`src/common/soc_settings.svh`:
```
`ifndef SOC_SETTINGS_SVH
`define SOC_SETTINGS_SVH

// core data, fetch address and instruction widths
`define XLEN 32
`define ALEN 24
`define ILEN 32

// first fetch address after reset
`define RESET_PC 'h000100

// reply lengths in bytes
`define WORD_REPLY_BYTES (`XLEN / 8)
`define FETCH_REPLY_BYTES ((`ALEN + `ILEN) / 8)

`endif

```
`src/common/core_pkg.sv`:
```
`include "soc_settings.svh"

package core_pkg;

    // one data word of the core
    typedef logic [`XLEN-1:0] xword_t;

    // index into the 32-entry register file
    typedef logic [4:0] reg_idx_t;

    typedef logic [`ALEN-1:0] addr_t;
    typedef logic [`ILEN-1:0] instr_t;

    // last fetch, address in the upper bits
    typedef struct packed {
        addr_t  addr;
        instr_t instr;
    } fetch_t;

endpackage

```
`src/common/dbg_pkg.sv`:
```
package dbg_pkg;

    // command byte sent by the host
    typedef enum logic [7:0] {
        CMD_NOP               = 8'h00,
        CMD_ECHO              = 8'h01,
        CMD_TOGGLE_LED        = 8'h02,
        CMD_ENABLE_CLOCK      = 8'h03,
        CMD_DISABLE_CLOCK     = 8'h04,
        CMD_STEP_CLOCK        = 8'h05,
        CMD_GET_PC            = 8'h06,
        CMD_GET_REG           = 8'h07,
        CMD_READ_FLASH        = 8'h08,
        CMD_GET_FETCHED_INSTR = 8'h09,
        CMD_ECHO_CC           = 8'hCC
    } dbg_cmd_e;

    // controller FSM states
    typedef enum logic [1:0] {
        ST_IDLE,
        ST_ECHO,
        ST_READ_REG,
        ST_REPLYING
    } dbg_state_e;

    // plain answers for commands without a payload
    localparam logic [7:0] ANSWER_NONE = 8'h00;
    localparam logic [7:0] ANSWER_CC   = 8'hCC;

    // flash busy or unknown command
    localparam logic [7:0] ANSWER_ERR  = 8'hFF;

endpackage

```
`src/core/step_core.sv`:
```
`timescale 1ns/10ps
`include "soc_settings.svh"

module step_core (
    input  logic               clk,
    input  logic               rst,
    input  logic               core_en,
    output core_pkg::xword_t   pc,
    output core_pkg::fetch_t   fetch,
    input  core_pkg::reg_idx_t reg_sel,
    output core_pkg::xword_t   reg_data
);

    import core_pkg::*;

    localparam int NREGS = 2 ** $bits(reg_idx_t);

    xword_t   regs [NREGS];
    reg_idx_t wr_idx;

    // target register follows the word address of the current pc
    assign wr_idx = pc[6:2];

    always_ff @(posedge clk) begin
        if (rst) begin
            pc    <= `XLEN'(`RESET_PC);
            fetch <= '0;
            for (int i = 0; i < NREGS; i++) begin
                regs[i] <= '0;
            end
        end else if (core_en) begin
            pc <= pc + `XLEN'(4);
            // x0 stays hard-wired to zero
            if (wr_idx != '0) begin
                regs[wr_idx] <= pc;
            end
            fetch.addr  <= pc[`ALEN-1:0];
            fetch.instr <= ~pc[`ILEN-1:0];
        end
    end

    // debug read port
    assign reg_data = regs[reg_sel];

    a_x0_zero: assert property (
        @(posedge clk) disable iff (rst) (reg_sel == '0) |-> (reg_data == '0)
    ) else $error("register 0 reads nonzero");

endmodule

```
`src/debug/core_clock_ctrl.sv`:
```
`timescale 1ns/10ps

module core_clock_ctrl (
    input  logic clk,
    input  logic rst,
    input  logic run,
    input  logic step_toggle,
    output logic core_en
);

    logic step_prev;
    logic step_seen;

    // any flip of the toggle asks for one step
    assign step_seen = step_toggle ^ step_prev;

    // core runs after reset until the host halts it
    always_ff @(posedge clk) begin
        if (rst) begin
            core_en   <= 1'b1;
            step_prev <= 1'b0;
        end else begin
            core_en   <= run | step_seen;
            step_prev <= step_toggle;
        end
    end

endmodule

```
`src/debug/dbg_controller.sv`:
```
`timescale 1ns/10ps
`include "soc_settings.svh"

module dbg_controller (
    input  logic               clk,
    input  logic               rst,
    input  logic [7:0]         recv_data,
    input  logic               recv_ready,
    output logic [7:0]         send_data,
    output core_pkg::reg_idx_t reg_sel,
    input  core_pkg::xword_t   pc,
    input  core_pkg::fetch_t   fetch,
    input  core_pkg::xword_t   reg_data,
    output logic               run,
    output logic               step_toggle,
    output logic               led
);

    import dbg_pkg::*;

    // reply buffer is sized for the longest reply
    localparam int REPLY_BITS = `FETCH_REPLY_BYTES * 8;
    localparam int WORD_PAD   = REPLY_BITS - `XLEN;
    localparam int CNT_W      = $clog2(`FETCH_REPLY_BYTES + 1);

    localparam logic [CNT_W-1:0] WORD_REST  = CNT_W'(`WORD_REPLY_BYTES - 1);
    localparam logic [CNT_W-1:0] FETCH_REST = CNT_W'(`FETCH_REPLY_BYTES - 1);

    dbg_state_e            state;
    dbg_cmd_e              cmd;
    logic [REPLY_BITS-1:0] reply_buf;
    logic [CNT_W-1:0]      reply_cnt;

    // replies left-aligned so the top byte always goes out next
    logic [REPLY_BITS-1:0] pc_word;
    logic [REPLY_BITS-1:0] reg_word;
    logic [REPLY_BITS-1:0] fetch_word;

    assign cmd        = dbg_cmd_e'(recv_data);
    assign reg_sel    = recv_data[4:0];
    assign pc_word    = {pc, {WORD_PAD{1'b0}}};
    assign reg_word   = {reg_data, {WORD_PAD{1'b0}}};
    assign fetch_word = fetch;

    always_ff @(posedge clk) begin
        if (rst) begin
            state       <= ST_IDLE;
            send_data   <= '0;
            reply_cnt   <= '0;
            run         <= 1'b1;
            step_toggle <= 1'b0;
            led         <= 1'b0;
        end else if (recv_ready) begin
            case (state)
                ST_IDLE: begin
                    case (cmd)
                        CMD_NOP: begin
                            send_data <= ANSWER_NONE;
                        end
                        CMD_ECHO: begin
                            send_data <= CMD_ECHO;
                            state     <= ST_ECHO;
                        end
                        CMD_TOGGLE_LED: begin
                            send_data <= ANSWER_NONE;
                            led       <= ~led;
                        end
                        CMD_ENABLE_CLOCK: begin
                            send_data <= ANSWER_NONE;
                            run       <= 1'b1;
                        end
                        CMD_DISABLE_CLOCK: begin
                            send_data <= ANSWER_NONE;
                            run       <= 1'b0;
                        end
                        CMD_STEP_CLOCK: begin
                            send_data   <= ANSWER_NONE;
                            step_toggle <= ~step_toggle;
                        end
                        CMD_GET_PC: begin
                            // first byte answers the command itself
                            send_data <= pc_word[REPLY_BITS-1 -: 8];
                            reply_buf <= pc_word << 8;
                            reply_cnt <= WORD_REST;
                            state     <= ST_REPLYING;
                        end
                        CMD_GET_REG: begin
                            send_data <= ANSWER_NONE;
                            state     <= ST_READ_REG;
                        end
                        CMD_GET_FETCHED_INSTR: begin
                            send_data <= fetch_word[REPLY_BITS-1 -: 8];
                            reply_buf <= fetch_word << 8;
                            reply_cnt <= FETCH_REST;
                            state     <= ST_REPLYING;
                        end
                        CMD_ECHO_CC: begin
                            send_data <= ANSWER_CC;
                        end
                        // flash belongs to the core
                        CMD_READ_FLASH: begin
                            send_data <= ANSWER_ERR;
                        end
                        default: begin
                            send_data <= ANSWER_ERR;
                        end
                    endcase
                end
                ST_ECHO: begin
                    send_data <= recv_data;
                    state     <= ST_IDLE;
                end
                ST_READ_REG: begin
                    // this byte is the register index
                    send_data <= reg_word[REPLY_BITS-1 -: 8];
                    reply_buf <= reg_word << 8;
                    reply_cnt <= WORD_REST;
                    state     <= ST_REPLYING;
                end
                ST_REPLYING: begin
                    send_data <= reply_buf[REPLY_BITS-1 -: 8];
                    reply_buf <= reply_buf << 8;
                    reply_cnt <= reply_cnt - 1'b1;
                    if (reply_cnt == CNT_W'(1)) begin
                        state <= ST_IDLE;
                    end
                end
                default: begin
                    state <= ST_IDLE;
                end
            endcase
        end
    end

    a_reply_cnt: assert property (
        @(posedge clk) disable iff (rst) (state == ST_REPLYING) |-> (reply_cnt != '0)
    ) else $error("reply count empty while replying");

endmodule

```
`src/debug/spi_slave.sv`:
```
`timescale 1ns/10ps

module spi_slave (
    input  logic       clk,
    input  logic       rst,
    input  logic       sclk,
    input  logic       mosi,
    input  logic       ss,
    output logic       miso,
    input  logic [7:0] send_data,
    output logic [7:0] recv_data,
    output logic       recv_ready
);

    // two-stage synchronizers with bit 1 as the usable output
    logic [1:0] sclk_sync;
    logic [1:0] mosi_sync;
    logic [1:0] ss_sync;
    logic       sclk_prev;

    logic [2:0] bit_cnt;
    logic [7:0] rx_shift;
    logic [7:0] tx_shift;

    logic       selected;
    logic       sclk_rise;
    logic       sclk_fall;

    assign selected  = ~ss_sync[1];
    assign sclk_rise = sclk_sync[1] & ~sclk_prev;
    assign sclk_fall = ~sclk_sync[1] & sclk_prev;

    always_ff @(posedge clk) begin
        if (rst) begin
            sclk_sync <= '0;
            ss_sync   <= '1;
            sclk_prev <= 1'b0;
        end else begin
            sclk_sync <= {sclk_sync[0], sclk};
            ss_sync   <= {ss_sync[0], ss};
            sclk_prev <= sclk_sync[1];
        end
    end

    // mosi synchronizer
    always_ff @(posedge clk) begin
        mosi_sync <= {mosi_sync[0], mosi};
    end

    // receive side shifts MSB first on rising edges
    always_ff @(posedge clk) begin
        if (rst) begin
            bit_cnt    <= '0;
            recv_data  <= '0;
            recv_ready <= 1'b0;
        end else begin
            recv_ready <= 1'b0;
            if (!selected) begin
                bit_cnt <= '0;
            end else if (sclk_rise) begin
                bit_cnt <= bit_cnt + 3'd1;
                if (bit_cnt == 3'd7) begin
                    recv_data  <= {rx_shift[6:0], mosi_sync[1]};
                    recv_ready <= 1'b1;
                end
            end
        end
    end

    always_ff @(posedge clk) begin
        if (selected && sclk_rise) begin
            rx_shift <= {rx_shift[6:0], mosi_sync[1]};
        end
    end

    // transmit byte latched on the first rising edge and shifted on falling edges
    always_ff @(posedge clk) begin
        if (selected && sclk_rise && bit_cnt == 3'd0) begin
            tx_shift <= send_data;
        end else if (selected && sclk_fall) begin
            tx_shift <= {tx_shift[6:0], 1'b0};
        end
    end

    // MSB has to sit on the line before the first rising edge
    assign miso = selected ? ((bit_cnt == 3'd0) ? send_data[7] : tx_shift[7]) : 1'b0;

    a_single_ready: assert property (
        @(posedge clk) disable iff (rst) recv_ready |=> !recv_ready
    ) else $error("recv_ready held for two cycles");

endmodule

```
`src/design/spi_soc.sv`:
```
`timescale 1ns/10ps

module spi_soc (
    input  logic clk,
    input  logic rst,
    input  logic sclk,
    input  logic mosi,
    input  logic ss,
    output logic miso,
    output logic led
);

    import core_pkg::*;

    // SPI byte link
    logic [7:0] recv_data;
    logic       recv_ready;
    logic [7:0] send_data;

    // debug access to the core
    reg_idx_t reg_sel;
    xword_t   reg_data;
    xword_t   pc;
    fetch_t   fetch;

    // core run control
    logic run;
    logic step_toggle;
    logic core_en;

    spi_slave u_spi (
        .clk        (clk),
        .rst        (rst),
        .sclk       (sclk),
        .mosi       (mosi),
        .ss         (ss),
        .miso       (miso),
        .send_data  (send_data),
        .recv_data  (recv_data),
        .recv_ready (recv_ready)
    );

    dbg_controller u_dbg (
        .clk         (clk),
        .rst         (rst),
        .recv_data   (recv_data),
        .recv_ready  (recv_ready),
        .send_data   (send_data),
        .reg_sel     (reg_sel),
        .pc          (pc),
        .fetch       (fetch),
        .reg_data    (reg_data),
        .run         (run),
        .step_toggle (step_toggle),
        .led         (led)
    );

    core_clock_ctrl u_clk_ctrl (
        .clk         (clk),
        .rst         (rst),
        .run         (run),
        .step_toggle (step_toggle),
        .core_en     (core_en)
    );

    step_core u_core (
        .clk      (clk),
        .rst      (rst),
        .core_en  (core_en),
        .pc       (pc),
        .fetch    (fetch),
        .reg_sel  (reg_sel),
        .reg_data (reg_data)
    );

endmodule

```
`config.mk`:
```
export PLATFORM = sky130hd
export DESIGN_NAME = spi_soc
export DESIGN_NICKNAME = d
export VERILOG_FILES = /design/src/common/core_pkg.sv /design/src/common/dbg_pkg.sv /design/src/core/step_core.sv /design/src/debug/core_clock_ctrl.sv /design/src/debug/dbg_controller.sv /design/src/debug/spi_slave.sv /design/src/design/spi_soc.sv
export VERILOG_INCLUDE_DIRS = /design/src /design/src/common
export SDC_FILE = /design/constraint.sdc
export NUM_CORES = 2
export LEC_CHECK = 0
export BUFFER_PORTS_ARGS = -buffer_cell sky130_fd_sc_hd__buf_2
export CAP_MARGIN = 30
export CORE_MARGIN = 3
export CORE_UTILIZATION = 48
export DETAILED_ROUTE_END_ITERATION = 16
export GPL_ROUTABILITY_DRIVEN = 0
export HOLD_SLACK_MARGIN = 0.05
export SYNTH_ARGS = -nofsm -noshare
export SYNTH_HDL_FRONTEND = slang
export SYNTH_SLANG_ARGS = --single-unit
```
`constraint.sdc`:
```
create_clock -name clk -period 4.2 [get_ports clk]
set_input_delay 0.63 -clock clk [delete_from_list [all_inputs] [get_ports clk]]
set_output_delay 0.63 -clock clk [all_outputs]
set_load 0.02 [all_outputs]
```
======== After elaboration in Yosys (flattened, before gate mapping) ========
Memories as Yosys holds them, arrays and structs flattened. A register that Yosys moved wholly into a read port is not among the register bits.
Cells that the tools add are included.
word-level totals
  flip-flop bits (word level) ............. 196
  memory bits (writable) .................. 1024
  word-level logic and storage cells ...... 102
  memories ................................ 1
  input bits .............................. 5
  output and inout bits ................... 2
memory list
  memory       words  width  read ports  clocked after Yosys merged registers in  write ports  RTL line         source
  u_core.regs  32     32     1           1                                        32           step_core.sv:18  xword_t regs [NREGS];
operators by class
  $add $sub $neg .......................... 3
  bitwise operators ....................... 12
  reductions and logical operators ........ 22
  equal/unequal tests ..................... 17
  muxes and demuxes ....................... 26
operators by type and width
  operator               number
  $pmux 56 s3            1
  $pmux 56 s2            1
  $pmux 8 s5             1
  $add 32x3->32 const B  1
  $eq 8x3->1 const B     4
  $mux 32                1
  $not 32->32            1
  $pmux 8 s4             1
  $reduce_or 32->1       1
  $reduce_and 3->1       6
  $eq 8x2->1 const B     2
  $mux 8                 2
  $mux 5                 3
  $mux 1                 10
  $pmux 3 s3             1
  $eq 8x1->1 const B     1
  $eq 8x4->1 const B     1
  $eq 8x8->1 const B     1
  $logic_not 8->1        1
  $pmux 2 s4             1
  $not 1->1              7
  $pmux 2 s3             1
  $pmux 3 s2             1
  $reduce_or 6->1        1
  23 further kinds       29

======== Depth between registers and ports, before layout ========
  word-level depth ........................ 7
  gate-level depth with buffers ........... 10
  depth with buffers taken out ............ 6

======== Modules after synthesis ========
From an unflattened synthesis, not the netlist that was laid out.
second synthesis, totals
  cell total of the unflattened synthesis .. 3980
  area total of the unflattened synthesis .. 51287.9 um^2
modules (own cells, without submodules)
  module           seq. area each (um^2)  instances  cells each  area each (um^2)
  step_core        30469.2                1          3559        46240.6
  dbg_controller   1761.7                 1          316         3722.3
  spi_slave        830.8                  1          100         1263.7
  core_clock_ctrl  40.0                   1          5           61.3

======== Least setup slack after synthesis ========
Ideal clock, no wire load.
  path type ............................... flip-flop to flip-flop
  from .................................... register u_spi.recv_data[1]
  to ...................................... register u_dbg.reply_buf[10], enable pin
  path slack .............................. 415 ps
  buffers on the path ..................... 1
  period minus slack after synthesis ...... 3785 ps
  stages on the path, launching flop included .. 6
  setup time .............................. 452 ps
  data arrival time ....................... 3333 ps
  data required time ...................... 3748 ps
  cells stage by stage .................... dfxtp_1 > clkbuf_1 > or4bb_1 > a211oi_1 > o21ai_0 > nor2_1
between the ends
  word-level cells in the longest chain between the ends .. 3
  elaborated cells on any way between the ends .. 4
  classes of those cells .................. 3 x eq/ne; 1 x reduce/logical
RTL lines
  what                                      RTL line               source
  from (decl)                               spi_slave.sv:11        output logic [7:0] recv_data,
  from (signal assigned)                    spi_slave.sv:63        recv_data <= {rx_shift[6:0], mosi_sync[1]};
  $eq 8x3->1 or $eq 8x4->1 (tied branches)  dbg_controller.sv:56   case (cmd)
  $ne 3x3->1 (no line) *                    --
  $reduce_and 4->1 (no line) *              --
  to (signal assigned)                      dbg_controller.sv:83   reply_buf <= pc_word << 8;
  to (signal assigned)                      dbg_controller.sv:93   reply_buf <= fetch_word << 8;
  to (signal assigned)                      dbg_controller.sv:116  reply_buf <= reg_word << 8;
  to (decl)                                 dbg_controller.sv:31   logic [REPLY_BITS-1:0] reply_buf;
Mark *: on every way between the ends. The rest lies on a longest branch, timed or not.
A chain may end at the register's enable or synchronous reset.

==> summary.md <==
Origin of the worst min-delay path: ss. Clock skew on the completed layout was measured at 27.9 ps. The pre-antenna-repair detailed-routing pass consisted of 6 iterations. Summed over all cells, the static leakage comes to 18.1 nW. Top cell type by total area after synthesis: edfxtp_1. Using the TritonRoute via totals, the vias-per-cell ratio works out to 6.41. Y dimension of the die: 328 um. In the final routed layout, each cell accounts on average for 29.4 um. The multi-input combinational cells in the finished layout cover a total of 0.0151 mm2.

The required time at the worst-slack endpoint came out at 4660 ps. In the post-synthesis netlist, the cell with the most instances is edfxtp_1. The tree is rooted in a clkbuf_16. 7 I/O pins were placed. Overall power consumption after layout is estimated at 24.7 mW.

The endpoint identified for the worst register-to-register timing path is u_dbg.reply_buf[53]$_DFFE_PP_. For the number of antenna violations at the first check in global routing, the log shows 2. In this run the post-CTS setup repair buffer count came out at 0.

The max-slew violation count is 0, and the total instance count after detailed placement is 4661. The fraction of synthesized cell area taken by the top area cell type is 61.8%, and the core box area is 0.102 mm2. The slew at the pin with the worst max-slew slack is 1010 ps, and the starting density of the core is 48.6%. For this block, the routed nets add up to 144 mm of wire. The logs give 0 for the yosys synthesis warning count and 31200 for the via count of the first global-routing pass. The share of synthesized registers carrying an async set or reset came out at 0%. TritonCTS built the clock tree. The worst hold path was traced through 2 stages. In the post-synthesis netlist, the biggest area contributors are edfxtp_1, mux4_2, nor3_1, dfxtp_1, clkbuf_1.

The HPWL after detailed placement is 86.8 mm. In the synthesized netlist, the number of instances is 3492. The final layout contains 3430 nets. For the number of buffers created by CTS, the log shows 119.

The synthesized netlist contains 56 unique library cells. The routed design could run at a clock period as short as 3310 ps. Summed over all failing endpoints, the final setup total negative slack is 0 ps. The worst pin sits at a relative slew slack of 32.8%. For the setup-violating endpoint count in the final report, the log shows 0. After synthesis, the most frequently instantiated cells are edfxtp_1, nor3_1, clkbuf_1.

The most used flip-flop cell after synthesis is edfxtp_1. The repair_antennas step left the layout with diodes totalling 0. The floorplan step defined a die boundary enclosing 0.107 mm2. The width of the die works out to 328 um. The first global-routing pass estimated 212 mm of wire. The largest fanout of any net on the critical path is 45. Dividing the synthesized area by the synthesized cell count gives 14.2 um2. The run gives 0.0497 mm2 as the post-synthesis instance area. Counting cells, the worst reg-to-reg path comes to 7. The number of hold violations in the final report was 0.

After floorplanning, the core was divided into 117 placement rows. The count of clock tree sinks was 1146. After layout, the worst setup slack is 889 ps. Sequential cells were found to cover 66.8% of the synthesized design area.

The total overflow left after global routing is 0. Clock-pin slew was measured on the worst setup and hold paths at 60 ps. IR analysis of the VDD net gives a maximum drop of 0.321 mV. For the worst-skew pair, the clock arrives at the later sink with an insertion delay of 710 ps. Setup repair after global routing left no endpoint under its margin. Prior to clock tree synthesis, the placed netlist has a worst setup slack of 866 ps. The path category of the worst min-delay check was input pin to register. The worst setup path is captured at a register.

The path type of the worst setup path was register to register. The H-tree was split into 3 levels. Fill cells in the final layout number 8298.

The number of synthesized flops with an enable pin is 1022, and the pin count of the biggest net entering global routing is 120. The synthesized design contains 1146 register bits. Across all register-to-register paths, the minimum setup slack is 890 ps. The share of the cycle needed by the critical path after routing is 78.8%, and the count of vias placed by the detailed router is 31300.

The total power divided by cell area is 443 mW/mm2, and the share of post-route cells with drive strength above 1 is 18.0%. The remaining number of nets flagged by the antenna check after routing is 0. At the worst endpoint, the arrival time is 3770 ps. Max-cap violations in this run came to 0.

Timing would allow up to 302 MHz. For this block, the initial DRC count from the detailed router was 3816. For the DRC violation count after routing, the log shows 0. From synthesis to final layout, the design area changed by 12.4%. Summing all flip-flop and latch instances after layout gives 0.0332 mm2. Largest buffer count on any clock path: 3. The flow ran to the end, and the final reports show no timing, DRC or antenna violations. Global routing consumed, over all layers together, 26.7% of the routing resources. The number of input and output port buffers inserted was 6.

For hold timing, the worst endpoint is u_spi.ss_sync[0]$_SDFF_PP1_. Startpoint class of the critical path: a register. The non-filler instance count after layout came out at 4887.
area by class of cell:
cell class                      count  share of cell area, %
Clock buffer                      157                   5.98
Clock inverter                     67                   1.27
Inverter                           41                  0.276
Multi-Input combinational cell   1965                   27.1
Sequential cell                  1146                   59.4
Tap cell                         1368                   3.07
Timing Repair Buffer              143                   2.85
per-layer routing:
layer	share of wire (%)	wire length [um]	GRT usage (%)	vias up
met5	0.0091	13	0	-
met4	5.3	7680	12.9	2
met3	7.7	11100	3.93	299
met2	48	68600	42.5	1535
met1	39	56100	36.5	16100
li1	-	-	-	13400
report_power, final:
| group | total [mW] | leakage [nW] | switching [mW] | internal [mW] |
|---|---|---|---|---|
| combinational | 0.966 | 4.64 | 0.697 | 0.269 |
| clock | 10.9 | 2.01 | 4.41 | 6.48 |
| sequential | 12.9 | 11.5 | 0.122 | 12.8 |
worst max path at each step:
stage,end,cells past startpoint
finish,u_dbg.reply_buf[53]$_DFFE_PP_,7
global route,u_dbg.reply_buf[36]$_DFFE_PP_,7
CTS,u_dbg.reply_buf[36]$_DFFE_PP_,7
detailed placement,u_dbg.reply_buf[36]$_DFFE_PP_,7
global placement,u_dbg.reply_buf[53]$_DFFE_PP_,7
floorplan,u_dbg.reply_buf[10]$_DFFE_PP_,5
sequential cells by signal (all words and copies together) (netlist names), 2 cells and up, named ones only:
register         count
u_spi.tx_shift       8
u_spi.rx_shift       7
u_spi.recv_data      8
u_dbg.send_data      8
u_spi.mosi_sync      2
u_core.pc           29
u_dbg.reply_cnt      3
u_dbg.reply_buf     47
u_spi.bit_cnt        3
u_core.fetch        53
u_core.regs        960
u_spi.ss_sync        2
u_dbg.state          2
u_spi.sclk_sync      2
cells by family (layout without fill, tap and decap cells):
| group | count (synthesis) | in the layout | synth area share [%] |
|---|---|---|---|
| DFF | 1146 | 1146 | 66.8 |
| AOI/OAI and AO/OA | 273 | 273 | 4.07 |
| and+or+nand+nor | 1271 | 1271 | 12.5 |
| buffers and inverters | 455 | 408 | 3.71 |
| adders and majority gates | 9 | 9 | 0.227 |
| muxes | 309 | 309 | 12.2 |
| other | 1 | 75 | 0.00755 |
| xor gates and xnor gates | 28 | 28 | 0.494 |
what timing repair did:
item                                    CTS  global route
hold endpoints to repair                  1             0
endpoints found under the setup margin    0             0
hold buffers                              1             0
resized for setup                         0             0
worst max-delay path: stages (launching register included):
cell and delay (ps):
dfxtp_4 380, buf_12 220, buf_12 320, buf_4 380, mux4_2 400, a221oi_1 770
o22ai_1 240, a211o_1 270
metrics by stage:
stage	utilization (%)	area, um2	hold slack, ps
detailed placement	50.6	51800	320
global placement	50.5	51600	322
finish	54.6	55800	153
floorplan	-	50000	310
CTS	54.6	55800	120
global route	54.6	55800	130
cells in the final DEF (no fill, tap or decap), types with 14 or more instances in the layout:
cell / count
dfxtp_1: 120
edfxtp_1: 1022
a221oi_1: 46
bufinv_16: 15
nor3_1: 859
clkinv_2: 29
a21oi_1: 50
buf_4: 95
a22o_1: 58
or2_2: 31
clkbuf_1: 23
nand2b_1: 14
nand3_1: 19
mux4_2: 238
clkbuf_16: 125
clkinv_1: 27
o22ai_1: 32
xnor2_1: 27
mux2i_1: 64
inv_1: 28
nor2_1: 151
nand2_1: 109
buf_12: 34
conb_1: 75
a211o_1: 21
(Power assumes the default switching activity.)
